[src/txn_mux_pkg.sv]
////////////////////////////////////////////////////////////
// Shared widths, ID types and request/response structs for
// the transaction multiplexer. Modules refer to these by
// scoped names.
////////////////////////////////////////////////////////////

`default_nettype none

package txn_mux_pkg;

  localparam int unsigned NUM_PORTS_MAX  = 4;
  localparam int unsigned ADDR_WIDTH     = 32;
  localparam int unsigned DATA_WIDTH     = 32;
  localparam int unsigned UP_ID_WIDTH    = 2;
  localparam int unsigned PORT_SEL_WIDTH = $clog2(NUM_PORTS_MAX);
  localparam int unsigned MUX_ID_WIDTH   = PORT_SEL_WIDTH + UP_ID_WIDTH;  // Port prefix + ID
  localparam int unsigned DN_ID_WIDTH    = 2;  // Also sets remap slot count

  typedef logic [ADDR_WIDTH-1:0]   addr_t;
  typedef logic [DATA_WIDTH-1:0]   data_t;
  typedef logic [UP_ID_WIDTH-1:0]  up_id_t;
  typedef logic [MUX_ID_WIDTH-1:0] mux_id_t;
  typedef logic [DN_ID_WIDTH-1:0]  dn_id_t;

  // Upstream port side
  typedef struct packed {
    up_id_t id;
    addr_t  addr;
    data_t  wdata;
    logic   write;
  } up_req_t;

  typedef struct packed {
    up_id_t id;
    data_t  rdata;
  } up_rsp_t;

  // Between arbiter and remapper the ID carries the source port
  typedef struct packed {
    mux_id_t id;
    addr_t   addr;
    data_t   wdata;
    logic    write;
  } mux_req_t;

  typedef struct packed {
    mux_id_t id;
    data_t   rdata;
  } mux_rsp_t;

  // Downstream port side
  typedef struct packed {
    dn_id_t id;
    addr_t  addr;
    data_t  wdata;
    logic   write;
  } dn_req_t;

  typedef struct packed {
    dn_id_t id;
    data_t  rdata;
  } dn_rsp_t;

endpackage

`default_nettype wire

[src/port_arbiter.sv]
////////////////////////////////////////////////////////////
// Merges the upstream request ports onto one link with a
// round-robin grant and puts the port number in front of
// the ID. Responses are steered back by that prefix.
////////////////////////////////////////////////////////////

`timescale 1ns/10ps
`default_nettype none

module port_arbiter #(
  parameter int unsigned NumPorts = 4
) (
  input  wire                                      periph_clk,
  input  wire                                      reset_i,
  // Upstream ports
  input  wire  [NumPorts-1:0]                      up_req_valid_i,
  input  txn_mux_pkg::up_req_t [NumPorts-1:0]      up_req_i,
  output logic [NumPorts-1:0]                      up_req_ready_o,
  output logic [NumPorts-1:0]                      up_rsp_valid_o,
  output txn_mux_pkg::up_rsp_t [NumPorts-1:0]      up_rsp_o,
  input  wire  [NumPorts-1:0]                      up_rsp_ready_i,
  // Merged link
  output logic                                     mux_req_valid_o,
  output txn_mux_pkg::mux_req_t                    mux_req_o,
  input  wire                                      mux_req_ready_i,
  input  wire                                      mux_rsp_valid_i,
  input  txn_mux_pkg::mux_rsp_t                    mux_rsp_i,
  output logic                                     mux_rsp_ready_o
);

  typedef logic [txn_mux_pkg::PORT_SEL_WIDTH-1:0] port_sel_t;

  port_sel_t last_q;     // Last port that transferred
  port_sel_t grant_idx;
  logic      grant_vld;
  port_sel_t rsp_port;
  logic [NumPorts-1:0] rsp_sel;

  ////////////////////////////////////////////////////////////
  // Request side
  ////////////////////////////////////////////////////////////

  // Search starts one past the last winner
  always_comb begin
    int unsigned idx;
    grant_idx = last_q;
    grant_vld = 1'b0;
    for (int unsigned i = 1; i <= NumPorts; i++) begin
      idx = (int'(last_q) + i) % NumPorts;
      if (!grant_vld && up_req_valid_i[idx]) begin
        grant_vld = 1'b1;
        grant_idx = port_sel_t'(idx);
      end
    end
  end

  assign mux_req_valid_o = grant_vld;
  assign mux_req_o = '{
    id:    {grant_idx, up_req_i[grant_idx].id},
    addr:  up_req_i[grant_idx].addr,
    wdata: up_req_i[grant_idx].wdata,
    write: up_req_i[grant_idx].write
  };

  always_comb begin
    for (int unsigned i = 0; i < NumPorts; i++) begin
      up_req_ready_o[i] = grant_vld && (grant_idx == port_sel_t'(i)) && mux_req_ready_i;
    end
  end

  always_ff @(posedge periph_clk) begin
    if (reset_i) begin
      last_q <= port_sel_t'(NumPorts - 1);  // Port 0 wins first
    end else if (mux_req_valid_o && mux_req_ready_i) begin
      last_q <= grant_idx;
    end
  end

  ////////////////////////////////////////////////////////////
  // Response side
  ////////////////////////////////////////////////////////////

  assign rsp_port = mux_rsp_i.id[txn_mux_pkg::MUX_ID_WIDTH-1 -: txn_mux_pkg::PORT_SEL_WIDTH];

  always_comb begin
    for (int unsigned i = 0; i < NumPorts; i++) begin
      rsp_sel[i]     = (rsp_port == port_sel_t'(i));
      up_rsp_o[i]    = '{id: mux_rsp_i.id[txn_mux_pkg::UP_ID_WIDTH-1:0],
                         rdata: mux_rsp_i.rdata};  // Prefix stripped
      up_rsp_valid_o[i] = mux_rsp_valid_i && rsp_sel[i];
    end
  end

  assign mux_rsp_ready_o = |(rsp_sel & up_rsp_ready_i);

  // Restored ID from the remapper must name a real port
  assert property (@(posedge periph_clk) disable iff (reset_i)
    mux_rsp_valid_i |-> (int'(rsp_port) < NumPorts))
    else $error("response prefix %0d names no upstream port", rsp_port);

endmodule

`default_nettype wire

[src/id_remap.sv]
////////////////////////////////////////////////////////////
// Shrinks the wide merged ID to a narrow downstream ID.
// Each slot holds one wide ID and a count of transactions
// in flight; the slot index is the downstream ID. Responses
// get their wide ID back from the table.
////////////////////////////////////////////////////////////

`timescale 1ns/10ps
`default_nettype none

module id_remap #(
  parameter int unsigned MaxTxnsPerId = 3
) (
  input  wire                   periph_clk,
  input  wire                   reset_i,
  // Merged link from the arbiter
  input  wire                   mux_req_valid_i,
  input  txn_mux_pkg::mux_req_t mux_req_i,
  output logic                  mux_req_ready_o,
  output logic                  mux_rsp_valid_o,
  output txn_mux_pkg::mux_rsp_t mux_rsp_o,
  input  wire                   mux_rsp_ready_i,
  // Downstream port
  output logic                  dn_req_valid_o,
  output txn_mux_pkg::dn_req_t  dn_req_o,
  input  wire                   dn_req_ready_i,
  input  wire                   dn_rsp_valid_i,
  input  txn_mux_pkg::dn_rsp_t  dn_rsp_i,
  output logic                  dn_rsp_ready_o
);

  localparam int unsigned NumSlots = 2 ** txn_mux_pkg::DN_ID_WIDTH;
  localparam int unsigned CntWidth = $clog2(MaxTxnsPerId + 1);

  typedef logic [CntWidth-1:0] cnt_t;

  txn_mux_pkg::mux_id_t slot_id_q  [NumSlots];  // Wide ID per slot
  cnt_t                 slot_cnt_q [NumSlots];  // Zero means free

  logic                match_vld;
  txn_mux_pkg::dn_id_t match_idx;
  logic                free_vld;
  txn_mux_pkg::dn_id_t free_idx;
  txn_mux_pkg::dn_id_t sel_idx;
  logic                slot_ok;
  logic                req_fire;
  logic                rsp_fire;

  ////////////////////////////////////////////////////////////
  // Slot lookup
  ////////////////////////////////////////////////////////////

  always_comb begin
    match_vld = 1'b0;
    match_idx = '0;
    free_vld  = 1'b0;
    free_idx  = '0;
    // Walk downward so the lowest free slot wins
    for (int s = NumSlots - 1; s >= 0; s--) begin
      if (slot_cnt_q[s] == '0) begin
        free_vld = 1'b1;
        free_idx = txn_mux_pkg::dn_id_t'(s);
      end else if (slot_id_q[s] == mux_req_i.id) begin
        match_vld = 1'b1;
        match_idx = txn_mux_pkg::dn_id_t'(s);
      end
    end
  end

  // Same ID stays in its slot to keep per-ID order
  assign sel_idx = match_vld ? match_idx : free_idx;
  assign slot_ok = match_vld ? (slot_cnt_q[match_idx] != cnt_t'(MaxTxnsPerId)) : free_vld;

  assign dn_req_valid_o  = mux_req_valid_i && slot_ok;
  assign mux_req_ready_o = dn_req_ready_i && slot_ok;
  assign req_fire        = mux_req_valid_i && mux_req_ready_o;

  assign dn_req_o = '{
    id:    sel_idx,
    addr:  mux_req_i.addr,
    wdata: mux_req_i.wdata,
    write: mux_req_i.write
  };

  ////////////////////////////////////////////////////////////
  // Response path
  ////////////////////////////////////////////////////////////

  assign mux_rsp_valid_o = dn_rsp_valid_i;
  assign mux_rsp_o       = '{id: slot_id_q[dn_rsp_i.id], rdata: dn_rsp_i.rdata};
  assign dn_rsp_ready_o  = mux_rsp_ready_i;
  assign rsp_fire        = dn_rsp_valid_i && mux_rsp_ready_i;

  ////////////////////////////////////////////////////////////
  // Table update
  ////////////////////////////////////////////////////////////

  for (genvar s = 0; s < NumSlots; s++) begin : gen_slot
    logic inc;
    logic dec;

    assign inc = req_fire && (sel_idx == txn_mux_pkg::dn_id_t'(s));
    assign dec = rsp_fire && (dn_rsp_i.id == txn_mux_pkg::dn_id_t'(s));

    always_ff @(posedge periph_clk) begin
      if (reset_i) begin
        slot_cnt_q[s] <= '0;
      end else if (inc && !dec) begin
        slot_cnt_q[s] <= slot_cnt_q[s] + cnt_t'(1);
      end else if (dec && !inc) begin
        slot_cnt_q[s] <= slot_cnt_q[s] - cnt_t'(1);
      end
    end

    always_ff @(posedge periph_clk) begin
      if (inc) begin
        slot_id_q[s] <= mux_req_i.id;  // Same value on reuse
      end
    end

    // A full slot never takes one more
    assert property (@(posedge periph_clk) disable iff (reset_i)
      (inc && !dec) |-> (slot_cnt_q[s] < cnt_t'(MaxTxnsPerId)))
      else $error("slot %0d grows past %0d transactions", s, MaxTxnsPerId);
  end

  // Downstream must only answer IDs that were issued
  assert property (@(posedge periph_clk) disable iff (reset_i)
    dn_rsp_valid_i |-> (slot_cnt_q[dn_rsp_i.id] != '0))
    else $error("response for idle downstream ID %0d", dn_rsp_i.id);

endmodule

`default_nettype wire

[src/txn_mux_top.sv]
////////////////////////////////////////////////////////////
// Top level of the transaction multiplexer. Joins the port
// arbiter and the ID remapper and sets the port count and
// the per-ID transaction limit.
////////////////////////////////////////////////////////////

`timescale 1ns/10ps
`default_nettype none

module txn_mux_top #(
  parameter int unsigned NumPorts     = 4,
  parameter int unsigned MaxTxnsPerId = 3
) (
  input  wire                                  periph_clk,
  input  wire                                  reset_i,
  // Upstream ports
  input  wire  [NumPorts-1:0]                  up_req_valid_i,
  input  txn_mux_pkg::up_req_t [NumPorts-1:0]  up_req_i,
  output logic [NumPorts-1:0]                  up_req_ready_o,
  output logic [NumPorts-1:0]                  up_rsp_valid_o,
  output txn_mux_pkg::up_rsp_t [NumPorts-1:0]  up_rsp_o,
  input  wire  [NumPorts-1:0]                  up_rsp_ready_i,
  // Downstream port
  output logic                                 dn_req_valid_o,
  output txn_mux_pkg::dn_req_t                 dn_req_o,
  input  wire                                  dn_req_ready_i,
  input  wire                                  dn_rsp_valid_i,
  input  txn_mux_pkg::dn_rsp_t                 dn_rsp_i,
  output logic                                 dn_rsp_ready_o
);

  // Merged link between arbiter and remapper
  logic                  mux_req_valid;
  txn_mux_pkg::mux_req_t mux_req;
  logic                  mux_req_ready;
  logic                  mux_rsp_valid;
  txn_mux_pkg::mux_rsp_t mux_rsp;
  logic                  mux_rsp_ready;

  port_arbiter #(
    .NumPorts ( NumPorts )
  ) i_port_arbiter (
    .periph_clk      ( periph_clk     ),
    .reset_i         ( reset_i        ),
    .up_req_valid_i  ( up_req_valid_i ),
    .up_req_i        ( up_req_i       ),
    .up_req_ready_o  ( up_req_ready_o ),
    .up_rsp_valid_o  ( up_rsp_valid_o ),
    .up_rsp_o        ( up_rsp_o       ),
    .up_rsp_ready_i  ( up_rsp_ready_i ),
    .mux_req_valid_o ( mux_req_valid  ),
    .mux_req_o       ( mux_req        ),
    .mux_req_ready_i ( mux_req_ready  ),
    .mux_rsp_valid_i ( mux_rsp_valid  ),
    .mux_rsp_i       ( mux_rsp        ),
    .mux_rsp_ready_o ( mux_rsp_ready  )
  );

  id_remap #(
    .MaxTxnsPerId ( MaxTxnsPerId )
  ) i_id_remap (
    .periph_clk      ( periph_clk     ),
    .reset_i         ( reset_i        ),
    .mux_req_valid_i ( mux_req_valid  ),
    .mux_req_i       ( mux_req        ),
    .mux_req_ready_o ( mux_req_ready  ),
    .mux_rsp_valid_o ( mux_rsp_valid  ),
    .mux_rsp_o       ( mux_rsp        ),
    .mux_rsp_ready_i ( mux_rsp_ready  ),
    .dn_req_valid_o  ( dn_req_valid_o ),
    .dn_req_o        ( dn_req_o       ),
    .dn_req_ready_i  ( dn_req_ready_i ),
    .dn_rsp_valid_i  ( dn_rsp_valid_i ),
    .dn_rsp_i        ( dn_rsp_i       ),
    .dn_rsp_ready_o  ( dn_rsp_ready_o )
  );

endmodule

`default_nettype wire

[config.mk]
export PLATFORM = sky130hd
export DESIGN_NAME = txn_mux_top
export DESIGN_NICKNAME = d
export VERILOG_FILES = /design/src/txn_mux_pkg.sv /design/src/port_arbiter.sv /design/src/id_remap.sv /design/src/txn_mux_top.sv
export SDC_FILE = /design/constraint.sdc
export NUM_CORES = 1
export LEC_CHECK = 0
export ABC_AREA = 0
export BUFFER_PORTS_ARGS = -buffer_cell sky130_fd_sc_hd__buf_4
export CORE_AREA = 2 2 205 207
export CTS_CLUSTER_DIAMETER = 30
export DETAILED_ROUTE_END_ITERATION = 10
export DIE_AREA = 0 0 207 209
export GPL_TIMING_DRIVEN = 0
export SETUP_SLACK_MARGIN = 0.02
export SYNTH_ARGS = -nofsm -noshare
export SYNTH_HDL_FRONTEND = slang
export SYNTH_SLANG_ARGS = --single-unit
[constraint.sdc]
create_clock -name periph_clk -period 4.6 [get_ports periph_clk]
set_clock_uncertainty 0.05 [all_clocks]
set_input_delay 0.92 -clock periph_clk [delete_from_list [all_inputs] [get_ports periph_clk]]
set_output_delay 0.92 -clock periph_clk [all_outputs]
set_load 0.01 [all_outputs]
## Yosys cells after proc, flatten, opt, wreduce, memory -nomap -nowiden

Memory sizes are Yosys's and may differ from the RTL's.
Index checks and enable logic that the tools add are counted.

| cells by class | value |
|---|---|
| $lt $le $gt $ge | 5 |
| add/sub/neg operators | 12 |
| bitwise operators | 9 |
| reduce and logical (&&, ||, !) cells | 58 |
| multiplexer cells | 99 |
| equal/unequal tests | 17 |

Operator list:

| cell | count |
|---|---|
| $bmux W67 S2 | 1 |
| $mux W67 | 1 |
| $mux W1 | 62 |
| $mux W2 | 28 |
| $logic_and A1 B1 Y1 | 35 |
| $eq A2 B2 Y1 const B | 8 |
| $eq A4 B4 Y1 | 4 |
| $logic_not A2 Y1 | 8 |
| $reduce_or A4 Y1 | 4 |
| $lt A2 B3 Y1 const B | 5 |
| $add A2 B1 Y2 const B | 6 |
| $mux W4 | 3 |
| $logic_not A1 Y1 | 11 |
| $bmux W1 S2 | 4 |
| $eq A2 B1 Y1 const B | 4 |
| $or A1 B1 Y1 | 8 |
| $sub A2 B1 Y2 const B | 4 |
| $add A2 B2 Y2 const B | 2 |
| $and A4 B4 Y4 | 1 |
| $ne A2 B2 Y1 const B | 1 |

| storage, ports and cells | value |
|---|---|
| memories | 2 |
| input port bits | 314 |
| flip-flop bits (word level) | 2 |
| bits in writable memories | 24 |
| word-level logic and storage cells | 203 |
| output and inout port bits | 213 |

Memories:

| name | depth | width | rd ports | clocked after Yosys merged registers in | write ports | line | text |
|---|---|---|---|---|---|---|---|
| i_id_remap.slot_id_q | 4 | 4 | 5 | 0 | 1 | id_remap.sv:37 | `txn_mux_pkg::mux_id_t slot_id_q [NumSlots];` |
| i_id_remap.slot_cnt_q | 4 | 2 | 5 | 0 | 4 | id_remap.sv:38 | `cnt_t slot_cnt_q [NumSlots];` |

## Longest topological paths before layout

An unclocked memory read counts as a cell.

| depth | value |
|---|---|
| word-level depth | 37 |
| gate-level depth with buffers | 14 |

## Hierarchy

Synthesis repeated with hierarchy kept, for this count alone.

| unflattened totals | value |
|---|---|
| cells, all modules | 643 |
| area total of the unflattened synthesis | 5965.7 µm² |

By module, submodules not included:

| module | area an instance (µm²) | sequential area each (µm²) | cells each | times used |
|---|---|---|---|---|
| port_arbiter | 3507.1 | 40.0 | 391 | 1 |
| id_remap | 2458.6 | 720.7 | 252 | 1 |

## Worst setup path before layout

OpenSTA, ideal clock, no wires.

| timing | value |
|---|---|
| kind | input port to output port |
| start | input port up_req_valid_i[3] |
| end | output port dn_req_o[37] (netlist name) |
| path buffers | 4 |
| arrival | 3.454 ns |
| path slack | 0.176 ns |
| stages on the path | 8 |
| path through | nor2b_1 > o21a_4 > nor3_4 > buf_4 > buf_1 > buf_1 > mux4_2 > buf_4 |

RTL lines:

| element | line | text |
|---|---|---|
| start, declared | txn_mux_top.sv:17 | `input wire [NumPorts-1:0] up_req_valid_i,` |
| end, declared | txn_mux_top.sv:25 | `output txn_mux_pkg::dn_req_t dn_req_o,` |

## Worst setup path in the final report

| timing | value |
|---|---|
| start | input port up_req_valid_i[3] |
| end | output port up_req_ready_o[0] |

| between the ends | value |
|---|---|
| cells in the longest elaborated chain, start to end | 28 |
| elaborated cells between the ends (all ways) | 51 |

Ends and longest elaborated chain:

| element | line | text |
|---|---|---|
| $bmux W1 S2 | port_arbiter.sv:50 | `if (!grant_vld && up_req_valid_i[idx]) begin` |
| $mux W1 (not written as such) | port_arbiter.sv:50 |  |
| $mux W1 | port_arbiter.sv:50 |  |
| $logic_not A1 Y1 | port_arbiter.sv:50 |  |
| $logic_and A1 B1 Y1 | port_arbiter.sv:50 |  |
| $mux W1 | port_arbiter.sv:50 |  |
| $logic_not A1 Y1 | port_arbiter.sv:50 |  |
| $logic_and A1 B1 Y1 | port_arbiter.sv:50 |  |
| (+12 left out) | - |  |
| $mux W2 | id_remap.sv:60 | `if (slot_cnt_q[s] == '0) begin` |
| $mux W2 | id_remap.sv:63 | `end else if (slot_id_q[s] == mux_req_i.id) begin` |
| $mux W2 | id_remap.sv:60 |  |
| $mem_v2 Z4 W2 | - |  |
| $ne A2 B2 Y1 | id_remap.sv:72 | `assign slot_ok = match_vld ? (slot_cnt_q[match_idx] != cnt_t'(MaxTxnsPerId)) : free_vld;` |
| $mux W1 | id_remap.sv:72 |  |
| $logic_and A1 B1 Y1 | id_remap.sv:75 | `assign mux_req_ready_o = dn_req_ready_i && slot_ok;` |
| $logic_and A1 B1 Y1 * | port_arbiter.sv:67 | `up_req_ready_o[i] = grant_vld && (grant_idx == port_sel_t'(i)) && mux_req_ready_i;` |
| end, declared | txn_mux_top.sv:19 | `output logic [NumPorts-1:0] up_req_ready_o,` |

Mark *: on every way between the ends. The rest lies on a longest branch, timed or not. The select of a mux whose other input is x is not followed.

==> summary.txt <==
Global route
  – Vias in the first global route: ~5900
  – Initial antenna violation count: 2
  – All-Layer GR Usage: 11.4%
  – Largest net degree at the start of global routing: 16
  – Global-route wire length before repair: 38.1 mm
  – Total global routing overflow: 0

Power and ir drop
  – Power Total: 2.85 mW
  – Flop pwr share: a little over an eighth
  – Pwr Density: approximately 280 mW/mm^2
  – Clock network power share: ~9.0%
  – Switch share: 38.0%
  – Leakage: 4.83 nW
  – Peak supply drop: about 120 uV
  – Psw: 1.08 mW
  – Pint: between 1.5 and 2 mW
  – Combinational Power Share: between 70% and 80%

STA
  – Final setup TNS: 0 ns
  – Fin worst setup slack: between 0.01 and 0.015 ns
  – Slew margin rel.: 37.9%
  – Max-slew violations: 0
  – F_max: between 200 and 250 MHz
  – Tcrit/Tclk final: around 100%
  – Final hold vios: 0
  – Setup-violating endpoint count in the final report: 0
  – Final min period: around 4.6 ns
  – Hold WS: between 0.5 and 0.6 ns
  – RSZ-0062 raised after global routing: true
  – Slew @ Worst Pin: ~0.93 ns

Synthesis
  – Main combinational cell family by area after synthesis: buffers and inverters
  – Unique cell type count in the Yosys netlist: 63
  – Post-synthesis sequential area ratio: between 10% and 20%
  – Post-Syn Nets: 840
  – Main synth FF type: edfxtp_1
  – Top post-synthesis cells by area: mux4_2 (30%), buf_4 (28%), edfxtp_1 (13%), nor2_1 (1.8%), xnor2_1 (1.3%)
  – Most frequent cell after synthesis: buf_4
  – Post-synthesis compound-gate area fraction: between 9 and 10%
  – Yosys warning count: 0
  – Register bit total from synthesis: 26
  – Most frequent cells after synthesis: buf_4 (201), mux4_2 (70), nor2_1 (25)
  – Post-synth design cell area: 0.00534 mm^2
  – EDFF count, synth: 24
  – Simple-Gate Fraction of Synth Area: a little under an eighth
  – Asr flop ratio synth: 0%
  – Post-Syn Area per Cell: about 10 um^2
  – Area share of the largest cell type after synthesis: between 20 and 30%
  – XOR/XNOR Fraction of Synth Area: under 10%
  – Area leader, netlist: mux4_2
  – Cells after synthesis: approximately 520
  – Post-synthesis mux area share: 30.9%
  – Adder-cell area share of the yosys netlist: 0.703%

Worst setup path
  – Buffers and inverters on the worst path: 3
  – Launching element type of the critical path: primary input
  – Slowest stage cell, crit path: or4_4
  – Crit path DAT: about 3.6 ns
  – CP max stage delay: between 0.5 and 0.6 ns
  – Critical path class: primary input to output port
  – CP Max Fanout: 6
  – Crit path launch: up_req_valid_i[3]
  – CP Data Required Time: 3.63 ns
  – Crit path capture type: output port
  – Worst reg2reg path startpoint: i_port_arbiter.last_q[0]$_SDFFE_PP1P_
  – Crit path top cell by count: buf_6
  – Crit-path cells: buf_6 -> nor2b_4 -> o21a_4 -> or4_4 -> a221o_1 -> nand4bb_4 -> a2111oi_4 -> a211oi_2 -> o21a_1 -> buf_6 -> and3_4 -> buf_6
  – Crit path max-delay family: compound AO/OA/AOI/OAI gates

Final layout
  – Area delta synth->final: 91.2%
  – Nets: around 1400
  – Finished Layout Cells: 1580
  – Share of layout cells above drive strength 1: between 80% and 90%
  – Fin util: between 20% and 30%
  – Cell area after layout: about 0.010 mm^2

Placement
  – Placed Area: just under 0.01 mm^2
  – DP Cell Count: about 1600
  – Routability cong.: ~0.85
  – PortBufs: 491
  – Post-Place Worst Slack: -0.917 ns
  – DP HPWL: about 23 mm

Hold path
  – Hold Crit Start: i_id_remap.slot_cnt_q[1][0]$_DFFE_PP_
  – Type of the worst min-delay path: register to register

Floorplan
  – Core area: 0.0413 mm^2
  – Die ar.: approximately 0.043 mm^2
  – Chip height: 209 um
  – Row cnt: 75
  – Initial Utilization: between 10% and 20%
  – IO Count: between 500 and 600
  – Die Wd: 207 um

Drt
  – DRT Wirelength: 26.9 mm
  – Initial drt markers: roughly 450
  – Detail Route Antenna Nets: 0
  – 1st-pass router iterations: 4
  – Routed vias: 6114
  – Post-DR wirelength/cell: 17.1 um
  – Via/cell ratio: roughly 3.9
  – DR DRC count: 0

Flow run
  – Max-cap violations: 0

Clock network
  – H-Tree Level Count: 1
  – TritonCTS clock tree: done
  – CTS root buf: clkbuf_16
  – Worst skew pair latency: 0.26 ns
  – Clock Pin Slew Worst Setup and Hold Paths: ~0.07 ns
  – Clock sink count: 26
  – Clock buffer depth: 2
  – CTS Buf Count: 3

Run status
  – Status: finished, final reports clean
==> final cells by class <==
cell class                 count  area, um^2
clock buffer                   3        75.1
clock inverter                 1        30.0
sequential                    26         761
antenna                        1        2.50
inverter                      22        82.6
buffer                       220        1630
tap                          539         674
timing repair buffer         514        3880
multi-input combinational    254        3070
fill                        4421       31100
==> power groups by stage <==
stage	clock network, mW	registers, mW	logic (mW)
finish	0.257	0.384	2.21
global route	0.270	0.391	2.37
global placement	0	0.383	2.07
CTS	0.261	0.381	2.18
floorplan	0	0.366	1.25
detailed placement	0	0.385	2.09
==> placed cells by master (no fill, tap or decap), types with 3 or more instances in the layout <==
cell type / n
or3_1: 5
ha_1: 3
a21o_1: 5
nand4_1: 9
a211oi_2: 4
mux4_2: 70
nor3_1: 4
inv_1: 16
inv_2: 5
clkbuf_2: 3
clkbuf_16: 3
o211ai_1: 5
a211o_1: 3
nand2_1: 13
o211ai_2: 3
edfxtp_1: 24
buf_2: 4
buf_6: 9
and3_1: 3
mux2i_1: 5
buf_4: 711
a211oi_1: 6
nand2b_1: 7
nor2_1: 23
and4_4: 3
xnor2_1: 8
nand3_1: 12
a21oi_1: 6
o21ai_0: 3
clkbuf_1: 4
nor2b_1: 5
==> layer usage <==
| metal | up-vias | wire (um) | GRT usage [%] |
|---|---|---|---|
| met5 | - | 22 | 0 |
| met4 | 4 | 290 | 1.58 |
| met3 | 22 | 1780 | 2.34 |
| met2 | 283 | 13900 | 19.7 |
| met1 | 3010 | 11000 | 14.9 |
| li1 | 2795 | - | - |
==> registers in the layout, summed over array words and instances, names as in the netlist <==
register	flops
i_port_arbiter.last_q	2
i_id_remap.slot_id_q	16
i_id_remap.slot_cnt_q	8
==> worst reg2reg max path, delay by kind of cell (launching register included) <==
| kind | cells | cell delay, ns |
|---|---|---|
| AOI/OAI and AO/OA | 5 | 1.17 |
| buffers and inverters | 3 | 0.41 |
| muxes | 1 | 0.39 |
| DFF | 1 | 0.46 |
| and+or+nand+nor | 4 | 1.04 |
==> path summary, 6_finish.rpt <==
check                                                        endpoint  slack [ns]  cells after the start
worst min register to register  i_id_remap.slot_cnt_q[1][0]$_DFFE_PP_        0.54                      1
worst max-delay path                                up_req_ready_o[0]        0.01                     12
worst max register to register  i_id_remap.slot_cnt_q[0][0]$_DFFE_PP_        0.84                     13
worst min-delay path            i_id_remap.slot_cnt_q[1][0]$_DFFE_PP_        0.54                      1
==> kinds of logic (layout without fill, tap and decap cells) <==
kind of cell / count (synthesis) / count (layout)
multiplexers: 77 / 77
adder cells (fa/ha/maj): 3 / 3
AO/OA/AOI/OAI: 61 / 61
buffers and inverters: 243 / 760
XOR/XNOR: 8 / 8
flip-flops: 26 / 26
AND/OR/NAND/NOR: 105 / 105
other: 0 / 1
==> timing repair <==
item                       4_1_cts  5_1_grt
hold buffers                     0        0
resized for setup               46       19
pin swaps                       12       12
setup endpoints to repair       42       34
setup buffers                   11       12
(Power assumes the default switching activity.)
